===== config.mk =====
export PLATFORM = sky130hd
export DESIGN_NAME = ddr_burst_timer
export DESIGN_NICKNAME = d
export VERILOG_FILES = /design/src/ddr_model_pkg.sv /design/src/ddr_burst_timer.sv
export SDC_FILE = /design/constraint.sdc
export NUM_CORES = 1
export LEC_CHECK = 0
export BUFFER_PORTS_ARGS = -buffer_cell sky130_fd_sc_hd__buf_2
export CAP_MARGIN = 20
export CORE_MARGIN = 2
export CORE_UTILIZATION = 48
export DETAILED_ROUTE_END_ITERATION = 10
export PLACE_DENSITY = 0.71
export SLEW_MARGIN = 20
export SYNTH_ARGS = -nofsm -noshare
export SYNTH_HDL_FRONTEND = slang
export SYNTH_SLANG_ARGS = --single-unit

===== constraint.sdc =====
create_clock -name clk -period 1.7 [get_ports clk]
set_input_delay 0.17 -clock clk [delete_from_list [all_inputs] [get_ports clk]]
set_output_delay 0.17 -clock clk [all_outputs]
set_load 0.01 [all_outputs]

===== src/ddr_model_pkg.sv =====
// ==================================================
// Memory is 1024 words, upper address bits wrap
// Burst length of zero is served as one beat
// ==================================================
package ddr_model_pkg;

    // Data path
    localparam int DATA_W   = 64;
    localparam int BE_W     = DATA_W / 8;

    // External address as seen on the port, and the modelled part of it
    localparam int ADDR_W    = 29;
    localparam int MEM_AW    = 10;
    localparam int MEM_WORDS = 1 << MEM_AW;

    // Burst length field
    localparam int BURST_W  = 8;

    // Free-running accept window with one slot per 2**WINDOW_W cycles
    localparam int WINDOW_W = 5;

    // Acceptance to first read beat
    localparam int READ_LAT = 16;
    localparam int LAT_W    = $clog2(READ_LAT);

    typedef enum logic [1:0] {
        ST_IDLE,
        ST_READ_WAIT,
        ST_READ,
        ST_WRITE
    } burst_state_e;

    // Request as driven by the requester
    typedef struct packed {
        logic               rd;
        logic               we;
        logic [ADDR_W-1:0]  addr;
        logic [BURST_W-1:0] burstcnt;
    } ddr_req_t;

    // One write beat
    typedef struct packed {
        logic [DATA_W-1:0] din;
        logic [BE_W-1:0]   be;
    } ddr_wdata_t;

endpackage


===== src/ddr_burst_timer.sv =====
// ==================================================
// Window counter starts at one, so busy is high out of reset
// ==================================================
module ddr_burst_timer (
    input  logic                              clk,
    input  logic                              rst_n,
    input  logic                              start_read,
    input  logic                              start_write,
    input  logic                              beat_en,
    input  logic [ddr_model_pkg::BURST_W-1:0] burstcnt,
    output logic                              window_zero,
    output logic                              lat_done,
    output logic                              last_beat
);
    import ddr_model_pkg::*;

    logic [WINDOW_W-1:0] win_cnt;
    logic [LAT_W-1:0]    lat_cnt;
    logic                lat_run;
    logic [BURST_W-1:0]  beat_cnt;

    assign window_zero = (win_cnt == '0);
    assign lat_done    = lat_run && (lat_cnt == '0);
    assign last_beat   = (beat_cnt == BURST_W'(1));

    // Free-running accept window
    always_ff @(posedge clk or negedge rst_n) begin
        if (!rst_n) begin
            win_cnt <= WINDOW_W'(1);
        end else begin
            win_cnt <= win_cnt + 1'b1;
        end
    end

    // Read latency countdown with a one-cycle done pulse at zero
    always_ff @(posedge clk or negedge rst_n) begin
        if (!rst_n) begin
            lat_cnt <= '0;
            lat_run <= 1'b0;
        end else if (start_read) begin
            lat_cnt <= LAT_W'(READ_LAT - 1);
            lat_run <= 1'b1;
        end else if (lat_run) begin
            if (lat_cnt == '0) begin
                lat_run <= 1'b0;
            end else begin
                lat_cnt <= lat_cnt - 1'b1;
            end
        end
    end

    // Beats left in the burst where zero length counts as one
    always_ff @(posedge clk or negedge rst_n) begin
        if (!rst_n) begin
            beat_cnt <= '0;
        end else if (start_read || start_write) begin
            beat_cnt <= (burstcnt == '0) ? BURST_W'(1) : burstcnt;
        end else if (beat_en) begin
            beat_cnt <= beat_cnt - 1'b1;
        end
    end

    assert property (@(posedge clk) disable iff (!rst_n)
        beat_en |-> beat_cnt != '0);

endmodule


After elaboration in Yosys (flattened, before gate mapping)

Index checks and enable logic that the tools add are counted.

Output and inout bits: 3
Word-level logic and storage cells: 26
Input bits: 13
Register bits after elaboration: 18

Equal/unequal tests: 2
Reductions and logical operators: 8
$add $sub $neg: 3
Mux-type cells: 9

Operators by type and width:

| cell                                                 | number |
|---|---|
| two-way mux 8 bit                                    | 3 |
| two-way mux 4 bit                                    | 3 |
| equality test 8 x 1 -> 1 bit (second input constant) | 1 |
| logical NOT 8 bit                                    | 1 |
| subtractor 8 x 1 -> 8 bit (second input constant)    | 1 |
| adder 5 x 1 -> 5 bit (second input constant)         | 1 |
| logical NOT 5 bit                                    | 1 |
| logical NOT 4 bit                                    | 1 |
| nonzero test 2 bit                                   | 2 |
| subtractor 4 x 1 -> 4 bit (second input constant)    | 1 |
| two-way mux 1 bit                                    | 3 |
| inequality test 2 bit (second input constant)        | 1 |
| AND reduction 2 bit                                  | 1 |
| logical AND 1 bit                                    | 1 |
| logical OR 1 bit                                     | 1 |

Logic depth before layout (Yosys ltp)

Depth after elaboration: 4
Mapped depth: 5
Depth with buffers taken out: 5

Worst setup path after synthesis

No wires, ideal clock.

Kind: register to register
Start point: register lat_cnt[0]
End point: register lat_cnt[3]
Clock period less this slack: 1.595 ns
Buffers on the path: 0
Setup time: 0.136 ns
Cell stages (with the launch flop): 6
Arrival: 1.459 ns
Data required time: 1.564 ns
Path slack: 0.105 ns
Cell sequence: dfrtp_1 inv_1 ha_1 nor3b_1 nor4_1 or3b_2

Cells in the longest elaborated chain, start to end: 4
Elaborated cells between the ends (all ways): 7
Classes of those cells: add/sub: 1; eq/ne: 1; mux: 3; reduce/logical: 2

RTL lines:

| item                      | RTL line              | source |
|---|---|---|
| start, declared           | ddr_burst_timer.sv:18 | `logic [LAT_W-1:0] lat_cnt;` |
| start signal, assigned    | ddr_burst_timer.sv:41 | `lat_cnt <= LAT_W'(READ_LAT - 1);` |
| start signal, assigned    | ddr_burst_timer.sv:47 | `lat_cnt <= lat_cnt - 1'b1;` |
| subtractor 4 x 1 -> 4 bit | ddr_burst_timer.sv:47 |  |
| two-way mux 4 bit         | ddr_burst_timer.sv:44 | `if (lat_cnt == '0) begin` |
| two-way mux 4 bit         | ddr_burst_timer.sv:43 | `end else if (lat_run) begin` |
| two-way mux 4 bit         | ddr_burst_timer.sv:40 | `end else if (start_read) begin` |

Several ways; a longest one is shown, not always the timed one. The select of a mux whose other input is x is not followed.
A chain may end at the register's enable or synchronous reset.

Final worst setup path

Start point: register beat_cnt[4]
End point: output last_beat

Cells in the longest elaborated chain, start to end: 1

RTL lines:

| item                         | RTL line              | source |
|---|---|---|
| start, declared              | ddr_burst_timer.sv:20 | `logic [BURST_W-1:0] beat_cnt;` |
| start signal, assigned       | ddr_burst_timer.sv:57 | `beat_cnt <= (burstcnt == '0) ? BURST_W'(1) : burstcnt;` |
| start signal, assigned       | ddr_burst_timer.sv:59 | `beat_cnt <= beat_cnt - 1'b1;` |
| equality test 8 x 1 -> 1 bit | ddr_burst_timer.sv:24 | `assign last_beat = (beat_cnt == BURST_W'(1));` |
| end, declared                | ddr_burst_timer.sv:13 | `output logic last_beat` |

No other way between the ends.

==> metrics.txt <==
# TYPE chip_impl_metric gauge
chip_impl_metric{name="worstPathBufferInverterCount",unit=""} 1
chip_impl_metric{name="net-switching-power",unit="W"} 0.000214
chip_impl_metric{name="maximum_resistive_drop_on_vdd",unit="uV"} 615
chip_impl_metric{name="globalplace.congestion",unit=""} 0.821
chip_impl_metric{name="grt.overflow.total",unit=""} 0
chip_impl_metric{name="floorplan.die_area",unit="um^2"} 2280
chip_impl_metric{name="ys_types",unit=""} 29
chip_impl_info{name="crit_path_top_delay_cell",value="sky130_fd_sc_hd__or4_4"} 1
chip_impl_metric{name="share_comb_of_total_power",unit="%"} 15.7
chip_impl_metric{name="power.switching_fraction",unit="%"} 26.1
chip_impl_metric{name="worst_path_largest_cell_delay",unit="ns"} 0.56
chip_impl_metric{name="area.growth.synth_to_final",unit="%"} 24.4
chip_impl_metric{name="cts_buffers",unit=""} 3
chip_impl_metric{name="fin_crit_sh",unit="%"} 105
chip_impl_metric{name="average_detailed_routed_wire_length_per_instance",unit="um"} 13.0
chip_impl_metric{name="design_internal_power",unit="W"} 0.000606
chip_impl_metric{name="die_width",unit="um"} 47.8
chip_impl_metric{name="ys_seq_elements",unit=""} 18
chip_impl_metric{name="timing.critical_path.arrival",unit="ns"} 1.62
chip_impl_info{name="synth_top_cell_by_area",value="sky130_fd_sc_hd__dfrtp_1"} 1
chip_impl_metric{name="clock_sink_count",unit=""} 18
chip_impl_metric{name="pin_count",unit=""} 16
chip_impl_metric{name="timing.clock.skew",unit="ns"} 0.00868
chip_impl_metric{name="timing.critical_path.fanout_max",unit=""} 3
chip_impl_info{name="cp_launch_type",value="flip-flop"} 1
chip_impl_metric{name="final_cells",unit=""} 144
chip_impl_info{name="violations",value="setup timing"} 1
chip_impl_metric{name="wirelength",unit="um"} 1870
chip_impl_metric{name="grt_first_pass_wirelength",unit="um"} 3010
chip_impl_metric{name="globalRouteMet1Util",unit="%"} 24.2
chip_impl_metric{name="grt_max_degree",unit=""} 19
chip_impl_metric{name="finalWorstSetupSlack",unit="ns"} -0.0910
chip_impl_metric{name="clock_latency",unit="ns"} 0.29
chip_impl_metric{name="ctsHtreeMaxLevel",unit=""} 1
chip_impl_metric{name="finalSetupViolCount",unit=""} 1
chip_impl_metric{name="clockPowerShare",unit="%"} 27.1
chip_impl_info{name="setup.worst_path.end_class",value="primary output"} 1
chip_impl_metric{name="sequentialPowerShare",unit="%"} 57.1
chip_impl_metric{name="post_syn_instances",unit=""} 93
chip_impl_info{name="rsz0062_at_grt",value="yes"} 1
chip_impl_metric{name="number_of_nets_in_the_finished_design",unit=""} 138
chip_impl_info{name="synth_top_flop_cell",value="sky130_fd_sc_hd__dfrtp_1"} 1
chip_impl_metric{name="routed_vias",unit=""} 786
chip_impl_metric{name="synth_async_sr_flop_share",unit="%"} 100
chip_impl_info{name="crit_type",value="reg2out"} 1
chip_impl_metric{name="place.port_buffers",unit=""} 15
chip_impl_metric{name="drt-pass1-iter-count",unit=""} 4
chip_impl_metric{name="drt_first_iter_violations",unit=""} 12
chip_impl_metric{name="leakage",unit="nW"} 0.538
chip_impl_metric{name="clk_path_buf_depth",unit=""} 2
chip_impl_metric{name="tightest_slew",unit="ns"} 0.406
chip_impl_info{name="crit_family",value="simple AND/OR/NAND/NOR gates"} 1
chip_impl_metric{name="ant_nets",unit=""} 0
chip_impl_info{name="yosys-top-cells-area",value="sky130_fd_sc_hd__dfrtp_1 (46%), sky130_fd_sc_hd__ha_1 (6.8%), sky130_fd_sc_hd__o21ai_0 (5.4%)"} 1
chip_impl_metric{name="pwr_density_cell",unit="nW/um^2"} 717
chip_impl_metric{name="slew-limit-headroom",unit="%"} 72.7
chip_impl_metric{name="dpl.cell_count",unit=""} 137
chip_impl_metric{name="fin_tns_setup",unit="ns"} -0.0910
chip_impl_metric{name="max_clock_freq",unit="GHz"} 0.558
chip_impl_metric{name="syn-num-nets",unit=""} 111
chip_impl_metric{name="initial_core_util",unit="%"} 52.1
chip_impl_info{name="grt-busiest-layer",value="met2"} 1
chip_impl_metric{name="insertedDiodeCount",unit=""} 0
chip_impl_metric{name="use_met3",unit="%"} 6.79
chip_impl_metric{name="core-area",unit="um^2"} 1760
chip_impl_metric{name="synth-edff-count",unit=""} 0
chip_impl_info{name="outcome",value="finished with violations"} 1
chip_impl_metric{name="seq_area_frac_synth",unit="%"} 49.1
chip_impl_metric{name="grt_antenna_before_repair",unit=""} 0
chip_impl_metric{name="timing.max_cap.violations",unit=""} 0
chip_impl_metric{name="fp.dieH",unit="um"} 47.8
chip_impl_metric{name="layout-drive-gt1-share",unit="%"} 28.6
chip_impl_info{name="clk_root_buffer_cell",value="sky130_fd_sc_hd__clkbuf_4"} 1
chip_impl_metric{name="final_max_slew_viol_count",unit=""} 0
chip_impl_metric{name="synth.top_cell.area_share",unit="%"} 46.3
chip_impl_metric{name="row_count",unit=""} 15
chip_impl_metric{name="finalHoldViolCount",unit=""} 0
chip_impl_metric{name="synth.avg_cell_area",unit="um^2"} 9.89
chip_impl_metric{name="grt_use_met2",unit="%"} 30.4
chip_impl_info{name="hold_class",value="in2reg"} 1
chip_impl_metric{name="drc_errors",unit=""} 0
chip_impl_metric{name="detailedPlacementHpwl",unit="um"} 1310
chip_impl_metric{name="ys.warnings.count",unit=""} 0
chip_impl_metric{name="crit_required",unit="ns"} 1.53
chip_impl_metric{name="vias_per_cell",unit=""} 5.46
chip_impl_metric{name="groute.usage.overall",unit="%"} 19.1
chip_impl_metric{name="syn_area",unit="um^2"} 920
chip_impl_metric{name="post-route-min-period",unit="ns"} 1.79
chip_impl_info{name="cp_cell_sequence",value="or4_4, nor4b_4, buf_2"} 1
chip_impl_info{name="cts_tree",value="done"} 1
chip_impl_metric{name="vias_in_the_first_global_route",unit=""} 737
chip_impl_metric{name="clk_transition_reported_paths",unit="ns"} 0.11
==> path summary, 6_finish.rpt <==
check	start	endpoint	slack, ns	cells after the start
max in group asynchronous	rst_n	win_cnt[0]$_DFF_PN1_	1.05	2
worst max-delay path	beat_cnt[4]$_DFFE_PN0P_	last_beat	-0.09	3
worst min register to register	win_cnt[4]$_DFF_PN0_	win_cnt[4]$_DFF_PN0_	0.49	1
worst min-delay path	burstcnt[3]	beat_cnt[3]$_DFFE_PN0P_	0.11	3
worst max register to register	beat_cnt[2]$_DFFE_PN0P_	beat_cnt[5]$_DFFE_PN0P_	0.05	3
min in group asynchronous	rst_n	beat_cnt[7]$_DFFE_PN0P_	0.32	2
==> synthesized netlist by cell type (2+ instances only) <==
| cell | instances |
|---|---|
| sky130_fd_sc_hd__a31oi_1 | 6 |
| sky130_fd_sc_hd__dfrtp_1 | 17 |
| sky130_fd_sc_hd__or3b_2 | 2 |
| sky130_fd_sc_hd__nand2_1 | 6 |
| sky130_fd_sc_hd__or4_1 | 2 |
| sky130_fd_sc_hd__xnor2_1 | 3 |
| sky130_fd_sc_hd__nor4_1 | 2 |
| sky130_fd_sc_hd__inv_1 | 8 |
| sky130_fd_sc_hd__o21ai_0 | 10 |
| sky130_fd_sc_hd__nor4b_1 | 2 |
| sky130_fd_sc_hd__nor3_1 | 2 |
| sky130_fd_sc_hd__or3_1 | 5 |
| sky130_fd_sc_hd__nor2_1 | 6 |
| sky130_fd_sc_hd__ha_1 | 5 |
| sky130_fd_sc_hd__xor2_1 | 2 |
| sky130_fd_sc_hd__nand3_1 | 2 |
==> tightest hold or removal path, cell delays in order <==
cell and delay [ns]:
sky130_fd_sc_hd__buf_2 0.09, sky130_fd_sc_hd__nand2_1 0.04, sky130_fd_sc_hd__o21ai_0 0.06
==> cell usage in the layout, fill, tap and decap left out, types with 2 or more instances in the layout <==
cell and instances:
sky130_fd_sc_hd__nor3_1 2, sky130_fd_sc_hd__a31oi_1 6, sky130_fd_sc_hd__xor2_1 2, sky130_fd_sc_hd__buf_2 15
sky130_fd_sc_hd__ha_1 4, sky130_fd_sc_hd__inv_1 8, sky130_fd_sc_hd__nand2_1 6, sky130_fd_sc_hd__dfrtp_1 17
sky130_fd_sc_hd__nor4_1 2, sky130_fd_sc_hd__clkbuf_4 3, sky130_fd_sc_hd__nand3_1 2, sky130_fd_sc_hd__o21ai_0 10
sky130_fd_sc_hd__or3b_2 2, sky130_fd_sc_hd__buf_4 7, sky130_fd_sc_hd__xnor2_1 3, sky130_fd_sc_hd__nor2_1 6
sky130_fd_sc_hd__or3_1 5
==> cell families after synthesis <==
group / Yosys count / synth area share (%)
xor gates and xnor gates: 5 / 4.76
DFF: 18 / 49.1
buffers and inverters: 9 / 3.67
AOI/OAI and AO/OA: 20 / 12.5
adders and majority gates: 5 / 6.80
and+or+nand+nor: 36 / 23.1
==> what timing repair did <==
| action | 4_1_cts | 5_1_grt |
|---|---|---|
| endpoints found under the setup margin | 4 | 4 |
| hold buffers | 1 | 0 |
| gates resized for setup | 3 | 3 |
| pin swaps | 0 | 2 |
| buffers inserted | 1 | 1 |
| endpoints found under the hold margin | 17 | 0 |
==> layout make-up <==
cell class	instances	area, um^2
multi-input cells	66	467
well taps	25	31.3
repair buffers	23	138
inverters	8	30.0
flip-flops and latches	18	452
fillers	169	621
clock buffers	4	26.3
==> flip-flops by register name, indices dropped and copies added, names as in the netlist <==
| signal | cells |
|---|---|
| win_cnt | 5 |
| lat_run | 1 |
| lat_cnt | 4 |
| beat_cnt | 8 |
==> power groups by stage <==
stage	Sequential (W)	Combinational (W)	Clock, W
6_report	0.000469	0.000129	0.000223
5_1_grt	0.000472	0.000146	0.000243
3_3_place_gp	0.000474	0.000110	0
2_1_floorplan	0.000475	0.0000561	0
3_5_place_dp	0.000475	0.000113	0
4_1_cts	0.000467	0.000122	0.000226
==> per-stage QoR <==
| step | cell area [um^2] | setup slack, ns | hold WS, ns | total power (W) | utilization [%] |
|---|---|---|---|---|---|
| 4_1_cts | 1120 | -0.0955 | 0.103 | 0.000815 | 63.4 |
| 2_1_floorplan | 920 | 0.105 | -0.126 | 0.000531 | - |
| 3_3_place_gp | 1060 | 0.0317 | 0.120 | 0.000584 | 60.1 |
| 6_report | 1140 | -0.0910 | 0.109 | 0.000820 | 64.8 |
| 3_5_place_dp | 1060 | -0.0280 | 0.123 | 0.000589 | 60.1 |
| 5_1_grt | 1140 | -0.147 | 0.107 | 0.000861 | 64.8 |
==> metal layers <==
metal	vias to the layer above	share of wire [%]
met3	4	5.5
met5	-	0
met1	377	45
li1	384	-
met4	0	1.0
met2	21	48
Note: power is estimated with default switching activity, not from simulation.
