$ cat config.mk
export PLATFORM = sky130hd
export DESIGN_NAME = ddr_burst_fsm
export DESIGN_NICKNAME = d
export VERILOG_FILES = /design/src/ddr_model_pkg.sv /design/src/ddr_burst_fsm.sv
export SDC_FILE = /design/constraint.sdc
export NUM_CORES = 1
export LEC_CHECK = 0
export BUFFER_PORTS_ARGS = -buffer_cell sky130_fd_sc_hd__clkbuf_2
export CORE_AREA = 2 2 39 41
export CTS_BUF_LIST = sky130_fd_sc_hd__clkbuf_2
export DETAILED_ROUTE_END_ITERATION = 8
export DIE_AREA = 0 0 41 43
export SLEW_MARGIN = 40
export SYNTH_ARGS = -nofsm -noshare
export SYNTH_HDL_FRONTEND = slang
export SYNTH_SLANG_ARGS = --single-unit
$ cat constraint.sdc
create_clock -name clk -period 1.4 [get_ports clk]
set_input_delay 0.21 -clock clk [delete_from_list [all_inputs] [get_ports clk]]
set_output_delay 0.21 -clock clk [all_outputs]
set_load 0.02 [all_outputs]
$ cat src/ddr_model_pkg.sv
// ==================================================
// Memory is 1024 words, upper address bits wrap
// Burst length of zero is served as one beat
// ==================================================
package ddr_model_pkg;

    // Data path
    localparam int DATA_W   = 64;
    localparam int BE_W     = DATA_W / 8;

    // External address as seen on the port, and the modelled part of it
    localparam int ADDR_W    = 29;
    localparam int MEM_AW    = 10;
    localparam int MEM_WORDS = 1 << MEM_AW;

    // Burst length field
    localparam int BURST_W  = 8;

    // Free-running accept window with one slot per 2**WINDOW_W cycles
    localparam int WINDOW_W = 5;

    // Acceptance to first read beat
    localparam int READ_LAT = 16;
    localparam int LAT_W    = $clog2(READ_LAT);

    typedef enum logic [1:0] {
        ST_IDLE,
        ST_READ_WAIT,
        ST_READ,
        ST_WRITE
    } burst_state_e;

    // Request as driven by the requester
    typedef struct packed {
        logic               rd;
        logic               we;
        logic [ADDR_W-1:0]  addr;
        logic [BURST_W-1:0] burstcnt;
    } ddr_req_t;

    // One write beat
    typedef struct packed {
        logic [DATA_W-1:0] din;
        logic [BE_W-1:0]   be;
    } ddr_wdata_t;

endpackage

$ cat src/ddr_burst_fsm.sv
// ==================================================
// Accepts only in idle on an open window slot
// ==================================================
module ddr_burst_fsm (
    input  logic                    clk,
    input  logic                    rst_n,
    input  ddr_model_pkg::ddr_req_t req,
    input  logic                    window_zero,
    input  logic                    lat_done,
    input  logic                    last_beat,
    output logic                    start_read,
    output logic                    start_write,
    output logic                    beat_en,
    output logic                    beat_write,
    output logic                    busy,
    output logic                    dout_ready
);
    import ddr_model_pkg::*;

    burst_state_e state;
    burst_state_e state_next;
    logic         accept;

    // Busy drops only on an idle window slot
    assign busy   = !(state == ST_IDLE && window_zero);
    assign accept = !busy && (req.rd || req.we);

    // Read wins if both are raised by mistake
    assign start_read  = accept && req.rd;
    assign start_write = accept && req.we && !req.rd;

    assign beat_en    = (state == ST_READ) || (state == ST_WRITE);
    assign beat_write = (state == ST_WRITE);
    assign dout_ready = (state == ST_READ);

    always_comb begin
        state_next = state;
        case (state)
            ST_IDLE: begin
                if (start_read) begin
                    state_next = ST_READ_WAIT;
                end else if (start_write) begin
                    state_next = ST_WRITE;
                end
            end
            ST_READ_WAIT: begin
                if (lat_done) begin
                    state_next = ST_READ;
                end
            end
            ST_READ, ST_WRITE: begin
                if (last_beat) begin
                    state_next = ST_IDLE;
                end
            end
            default: state_next = ST_IDLE;
        endcase
    end

    always_ff @(posedge clk or negedge rst_n) begin
        if (!rst_n) begin
            state <= ST_IDLE;
        end else begin
            state <= state_next;
        end
    end

    // Port stays closed for the whole read latency
    assert property (@(posedge clk) disable iff (!rst_n)
        start_read |=> busy [*READ_LAT]);

    // First read beat appears exactly READ_LAT cycles after acceptance
    assert property (@(posedge clk) disable iff (!rst_n)
        start_read |-> ##(READ_LAT + 1) $rose(dout_ready));

endmodule

; ---- After elaboration in Yosys (flattened, before gate mapping)
; Index checks and enable logic that the tools add are counted.
[op_classes]
n_eq_ne = 6
n_mux = 5
reduce_logical = 12
[op_table]
columns = cell, count
row1 = two-way mux 2 bit, 4
row2 = one-hot mux 2 bit (3 select lines), 1
row3 = logical AND 1 bit, 5
row4 = "equality test 2 bit, second input constant", 2
row5 = "!= test 2 bit, second input constant", 2
row6 = "!= test 3 bit, second input constant", 1
row7 = AND reduction 3 bit, 1
row8 = "equality test 2 x 1 -> 1 bit, second input constant", 1
row9 = zero test 1 bit, 2
row10 = zero test 2 bit, 1
row11 = logical OR 1 bit, 2
row12 = OR reduction 2 bit, 1
[totals]
regBits = 2
in_bits = 44
out_inout_bits = 6

; ---- Depth between registers and ports, before layout
; Gate-level depths: netlist of the first run.
[logic_depth]
depth_word = 8
mapped_depth = 3
mapped_depth_nobuf = 3

; ---- Worst setup path before layout of the first run
; No wires, ideal clock.
[synth_path]
path_type = reg-to-output
start = register state[1]
end = output port start_write
t_arrival_ns = 1.079
slack_ns = 0.111
path_stages_with_launch = 4
path_buffers = 0
cell_sequence = dfrtp_1 nor2b_1 nand2b_2 nor3b_2
[synth_via]
elab_chain_len = 5
[synth_lines]
columns = element, line
row1 = from (decl), ddr_burst_fsm.sv:20  ; burst_state_e state;
row2 = from (signal assigned), ddr_burst_fsm.sv:64  ; state <= state_next;
row3 = zero test 2 bit, ddr_burst_fsm.sv:25  ; assign busy = !(state == ST_IDLE && window_zero);
row4 = logical AND 1 bit, ddr_burst_fsm.sv:25
row5 = logical AND 1 bit, ddr_burst_fsm.sv:26  ; assign accept = !busy && (req.rd || req.we);
row6 = logical AND 1 bit (2 in series), ddr_burst_fsm.sv:30  ; assign start_write = accept && req.we && !req.rd;
row7 = to (decl), ddr_burst_fsm.sv:12  ; output logic start_write,
; Every way passes these cells.

; ---- Worst setup path in the final report of the first run
; Same ends and word-level chain as after synthesis.

==> out/metrics.csv, run 1 <==
metric,value,unit
gp_congestion,0.627,
ys_ff_latch,2,
power_density,1920,mW/mm^2
hold_ws,0.209,ns
rsz0062_at_grt,yes,
wl_per_cell,8.52,um
avgSynthCellArea,8.91,um^2
synth-seq-area-share,33.1,%
synth_top_area_cell,dfrtp_1,
final_area,273,um^2
cts_tree,built,
ioPinCount,50,
cp_cell_sequence,"nor2b_2, nand2b_2, nor3b_2, buf_4",
antenna_cells,0,
post-route-period-util,94.8,%
grtUsageMet2,9.69,%
yosysWarnings,0,
grt_start_max_net_pins,7,
layout_common_cells,"clkbuf_2 (13), buf_4 (3), dfrtp_1 (2)",
postRouteAntennaNets,0,
dieHeight,43,um
critPathMaxFanout,3,
timing.final.crit_period,1.33,ns
fillerInstances,156,
dpl_cell_area,235,um^2
grt_util_met1,3.83,%
crit_type,reg -> out,
start_util,10.9,%
synth_top_area_share,33.1,%
cts.sinks,2,
regMostFlops,state,
io_buffer_count,12,
grt_pass1_vias,174,
syn-num-nets,61,
fin_ws,0.0732,ns
crit_slowest_cell,dfrtp_1,
top_regs,state (2),
grt_util_all_layers,6.11,%
drtIter0Drc,2,
whs_path_depth,2,
synth_cell_type_count,16,
worst_clock_skew,0.00757,ns
finalSetupViolCount,0,
grt-ovfl-total,0,
worst_pin_slew,0.256,ns
netlist_top_cells_area,"dfrtp_1 (33%), nor3b_2 (8.3%), mux2i_1 (6.6%)",
min_path_type,in -> reg,
p_total,524,uW
clk_latency,0.21,ns
maxCapViolCount,0,
required,1.19,ns
cp.arrival,1.12,ns
wirelength,426,um
crit_path_end_kind,output pin,
drc,0,
max_slew_margin,82.7,%
final_common_cell,clkbuf_2,
fmax,0.754,GHz
first_pass_iters,2,
use_met3,0,%
leakagePower,0.143,nW
netlist_instances,17,
grt-busiest-layer,met4,
clockRootBuffer,clkbuf_2,
htreeDepth,1,
placedCellCount,45,
fin_nets,80,
num_vias,180,
via_per_inst,3.60,
clkTransAtPathRegs,0.03,ns
die_area,0.00176,mm^2
rows,14,
numCtsBuffers,3,
dp_slack,0.217,ns
grt_pass1_wl,607,um
layout-drive-gt1-share,64.7,%
largest_reg_flops,2,
status,"finished, final reports clean",
antenna_found_initial,0,
instances_no_fill,50,
slowest_delay,0.38,ns
core_region_area,0.00138,mm^2
die_x,41,um
final_util,19.7,%
finalHoldViolations,0,
cts_buffer_depth,2,
tns,0,ns
drv_slew,0,
syn_to_final_growth,80.2,%
ir_worst_vdd,0.324,mV
start_kind,flop,
rr_worst_depth,4,
syn_area,151,um^2
==> power by group <==
part / switching, mW / internal [mW]
clock: 0.0409 / 0.0570
sequential: 0.0173 / 0.0865
combinational: 0.177 / 0.145
total: 0.235 / 0.289
==> critical path: cells and delay by family (launching register included) <==
kind / cells / cell delay, ns
flops: 1 / 0.38
simple gates: 3 / 0.37
buf+inv: 1 / 0.16
==> routing by layer <==
metal / vias to the layer above / wire [um]
met5: - / 0
met2: 7 / 241
met4: 0 / 27
li1: 92 / -
met3: 3 / 20
met1: 78 / 136
==> final timing paths <==
kind | start | to | slack, ns
min | last_beat | state[1] | 0.21
max in group asynchronous | rst_n | state[1] | 0.97
min in group asynchronous | rst_n | state[0] | 0.32
max | state[1] | start_write | 0.07
min reg2reg | state[1] | state[0] | 0.56
max reg2reg | state[0] | state[1] | 0.29
==> kinds of logic after synthesis <==
logic type,after synthesis,synth area share (%)
buffers and inverters,2,4.95
DFF,2,33.1
and+or+nand+nor,8,40.5
muxes,1,6.61
AOI/OAI and AO/OA,4,14.9
==> what timing repair did <==
action / in CTS / in global routing
setup buffers: 1 / 0
cloned: 0 / 0
setup endpoints to repair: 1 / 2
hold buffers: 1 / 0
endpoints found under the hold margin: 2 / 0
gates resized for setup: 1 / 3
==> layout make-up <==
type	count	area, um^2	share of cell area (%)
Timing Repair Buffer	15	87.6	32.1
Tap cell	16	20.0	7.34
Inverter	1	3.75	1.38
Multi-Input combinational cell	13	96.3	35.3
Sequential cell	2	50.0	18.3
Clock buffer	3	15.0	5.50
==> cell usage after synthesis <==
cell      n
nand2_1   1
a21oi_1   1
and2b_2   1
nor3b_2   1
mux2i_1   1
nor2_1    1
nand2b_2  1
a211oi_1  1
dfrtp_1   2
inv_1     1
nor2b_1   1
nor4bb_1  1
and2_2    1
o21ai_0   1
o21ai_1   1
clkbuf_1  1
Power figures use the tool's default switching activity.
==> run 2, diff against run 1 <==
CAP_MARGIN = 40   (was default)
RECOVER_POWER = 50   (was default)
SETUP_SLACK_MARGIN = 0.15   (was default)
==> run 2 against run 1 <==
First-iteration DRC count fell by 100%. Clock-buffer cell count did not move. Critical path depth did not move. Clock power fell by 5.2%. Sequential power barely moved. Maximum frequency fell by 4.0%. Flip-flop and latch count did not move. Worst setup slack got worse by 0.055 ns. Global-route usage fell by 0.11 points. Worst hold slack improved by 0.0093 ns. Critical path type unchanged. Critical endpoint unchanged.
==> out/metrics.csv, run 2 (synthesized netlist as in run 1, its figures left out) <==
metric,value,unit
timing.final.crit_period,1.38,ns
power_density,1950,mW/mm^2
clk_latency,0.20,ns
final_area,322,um^2
cts_tree,built,
dieHeight,43,um
grt_start_max_net_pins,7,
required,1.19,ns
grt_util_all_layers,6.01,%
rows,14,
critPathMaxFanout,3,
finalSetupViolCount,0,
final_common_cell,clkbuf_2,
layout_common_cells,"clkbuf_2 (9), buf_4 (4), o21ai_0 (2), buf_6 (2), dfrtp_1 (2)",
drtIter0Drc,0,
grt-ovfl-total,0,
postRouteAntennaNets,0,
wl_per_cell,8.37,um
first_pass_iters,1,
numCtsBuffers,3,
leakagePower,0.161,nW
die_area,0.00176,mm^2
maxCapViolCount,0,
core_region_area,0.00138,mm^2
min_path_type,in -> reg,
hpwl,349,um
grt_pass1_vias,181,
crit_path_end_kind,output pin,
die_x,41,um
antenna_found_initial,0,
regArea,50.0,um^2
cp.arrival,1.17,ns
largest_reg_flops,2,
grt_pass1_wl,648,um
crit_type,reg -> out,
dpl_cell_area,249,um^2
drc,0,
worst_pin_slew,0.291,ns
fmax,0.724,GHz
num_vias,184,
clkTransAtPathRegs,0.03,ns
syn_to_final_growth,112,%
clockRootBuffer,clkbuf_2,
multi_input_area,103,um^2
tns,0,ns
status,"finished, final reports clean",
drv_slew,0,
htreeDepth,1,
top_regs,state (2),
fin_nets,82,
fillerInstances,153,
cts_buffer_depth,2,
antenna_cells,0,
finalHoldViolations,0,
via_per_inst,3.54,
layout-drive-gt1-share,63.9,%
hold_ws,0.218,ns
io_buffer_count,12,
ir_worst_vdd,0.303,mV
cts.sinks,2,
start_kind,flop,
rsz0062_at_grt,yes,
worst_clock_skew,0.0115,ns
regMostFlops,state,
ioPinCount,50,
max_slew_margin,80.4,%
post-route-period-util,98.7,%
wirelength,435,um
start_util,10.9,%
gp_congestion,0.600,
run 2: final timing paths:
kind	startpoint	to	slack, ns	cells past startpoint
min	last_beat	state[1]	0.22	2
max reg2reg	state[0]	state[1]	0.26	4
min in group asynchronous	rst_n	state[0]	0.32	2
max in group asynchronous	rst_n	state[1]	0.94	2
min reg2reg	state[0]	state[0]	0.60	2
max	state[1]	start_write	0.02	4
run 2: cell type report:
| cell class | count | area share [%] |
|---|---|---|
| Tap cell | 16 | 6.23 |
| Sequential cell | 2 | 15.6 |
| Multi-Input combinational cell | 13 | 31.9 |
| Timing Repair Buffer | 17 | 40.5 |
| Inverter | 1 | 1.17 |
| Clock buffer | 3 | 4.67 |
run 2: routing by layer:
layer  up-vias  GRT usage, %  wire [um]
li1         98             -          -
met1        81          3.82        148
met2         5          10.3        271
met3         0          3.14         16
met4         0          6.00          0
met5         -             0          0
run 2: repair_timing:
| item | in CTS | in global routing |
|---|---|---|
| hold buffers | 1 | 0 |
| pin swaps | 0 | 0 |
| buffers inserted | 0 | 2 |
| endpoints found under the hold margin | 2 | 0 |
| resized for setup | 6 | 6 |
| endpoints found under the setup margin | 5 | 5 |
run 2: per-stage QoR:
stage,setup slack (ns),util [%],std cells,power [mW]
final,0.0184,23.2,52,0.627
after global routing,-0.0589,23.2,52,0.675
after CTS,-0.0125,21.6,50,0.575
after detailed placement,0.166,18.0,46,0.431
after global placement,0.195,18.0,46,0.424
after floorplan,0.135,-,17,0.310
run 2: power by group:
group | leakage, nW | internal, mW | switching [mW]
Combinational | 0.123 | 0.230 | 0.199
Sequential | 0.0248 | 0.0864 | 0.0182
Clock | 0.0125 | 0.0570 | 0.0358
run 2: critical path, stage by stage, from the launching register on:
cell,delay (ns)
dfrtp_1,0.38
nor2b_2,0.15
nand2b_2,0.10
nor3b_4,0.18
clkbuf_8,0.17
==> run 3, diff against run 2 <==
clock period = 1.45 ns   (was 1.4 ns; I/O delays follow)
==> run 3 against run 2 <==
First-iteration DRC count is the same. Cell count is the same. Combinational power shrank 6.8%. Clock skew grew 0.0016 ns. Critical path type unchanged.
==> out/metrics.csv, run 3 (synthesized netlist as in run 1, its figures left out) <==
metric,value,unit
drtIter0Drc,0,
numCtsBuffers,3,
ir_worst_vdd,0.290,mV
grt_pass1_wl,793,um
wl_per_cell,10.2,um
clk_latency,0.20,ns
p_total,598,uW
postRouteAntennaNets,0,
dieHeight,43,um
grt-ovfl-total,0,
critPathMaxFanout,4,
finalHoldViolations,0,
finalSetupViolCount,0,
grt_util_met1,5.71,%
grt_pass1_vias,204,
grt-busiest-layer,met2,
maxCapViolCount,0,
status,"finished, final reports clean",
drc,0,
cts.sinks,2,
worst_clock_skew,0.0131,ns
timing.final.crit_period,1.37,ns
core_region_area,0.00138,mm^2
fmax,0.732,GHz
rows,14,
die_area,0.00176,mm^2
regMostFlops,state,
tns,0,ns
instances_no_fill,52,
syn_to_final_growth,101,%
drv_slew,0,
rsz0062_at_grt,yes,
post-route-period-util,94.2,%
layout_common_cells,"clkbuf_2 (9), buf_4 (5), buf_6 (3)",
crit_path_end_kind,output pin,
cts_buffer_depth,2,
cp.arrival,1.15,ns
largest_reg_flops,2,
fin_nets,82,
ioPinCount,50,
antenna_cells,0,
grt_start_max_net_pins,7,
grtUsageMet2,12.2,%
wirelength,531,um
num_vias,194,
antenna_found_initial,0,
start_util,10.9,%
clkTransAtPathRegs,0.03,ns
hpwl,350,um
gp_congestion,0.621,
power_density,1970,mW/mm^2
leakagePower,0.151,nW
crit_type,reg -> out,
use_met3,0,%
first_pass_iters,1,
cts_tree,built,
final_common_cell,clkbuf_2,
worst_pin_slew,0.303,ns
clockRootBuffer,clkbuf_2,
min_path_type,in -> reg,
top_regs,state (2),
via_per_inst,3.73,
io_buffer_count,12,
grt_util_all_layers,7.20,%
max_slew_margin,79.5,%
die_x,41,um
htreeDepth,1,
start_kind,flop,
placedCellCount,45,
layout-drive-gt1-share,61.1,%
required,1.23,ns
==> run 3: cell counts in the layout (fill, tap and decap cells not counted) <==
Identical to the previous run, type by type.
==> run 3: timing repair <==
action	in CTS	in global routing
resized for setup	3	9
buffers inserted	1	2
pin swaps	0	0
hold endpoints to repair	2	0
setup endpoints to repair	2	4
hold buffers	1	0
==> run 3: final cells by class <==
| cell class | count | area, um^2 |
|---|---|---|
| timing repair buffer | 17 | 119 |
| inverter | 1 | 3.75 |
| tap | 16 | 20.0 |
| sequential | 2 | 50.0 |
| multi-input combinational | 13 | 96.3 |
| clock buffer | 3 | 15.0 |
| fill | 163 | 1080 |
==> run 3: report_power, final <==
part	total [mW]	switching [mW]	internal, mW
registers	0.105	0.0213	0.0835
clock network	0.0932	0.0379	0.0553
logic	0.400	0.193	0.208
==> run 3: worst paths after layout <==
| path | depth (start not counted) | startpoint | slack (ns) | to |
|---|---|---|---|---|
| worst max-delay path | 4 | state[1] | 0.08 | dout_ready |
| worst min-delay path | 2 | last_beat | 0.22 | state[1] |
| worst max register to register | 4 | state[0] | 0.29 | state[1] |
| worst min register to register | 3 | state[1] | 0.59 | state[0] |
| max in group asynchronous | 2 | rst_n | 0.98 | state[1] |
| min in group asynchronous | 2 | rst_n | 0.33 | state[0] |
==> run 3: critical path: stages (launching register included) <==
cell	delay, ns
dfrtp_1	0.38
buf_4	0.14
buf_6	0.11
and2b_2	0.18
buf_4	0.15
==> run 3: layer usage <==
| metal | share of wire, % | vias to the layer above |
|---|---|---|
| li1 | - | 96 |
| met1 | 28 | 94 |
| met2 | 69 | 4 |
| met3 | 3.2 | 0 |
| met4 | 0 | 0 |
| met5 | 0 | - |
==> run 3: stage by stage <==
stage | worst slack, ns | hold slack (ns) | util [%] | cell area (um^2)
floorplan | 0.154 | -0.0781 | - | 151
global placement | 0.263 | 0.00466 | 17.0 | 235
detailed placement | 0.238 | 0.00382 | 17.0 | 235
CTS | 0.0632 | 0.209 | 19.9 | 275
global route | 0.0154 | 0.219 | 22.0 | 304
finish | 0.0847 | 0.224 | 22.0 | 304
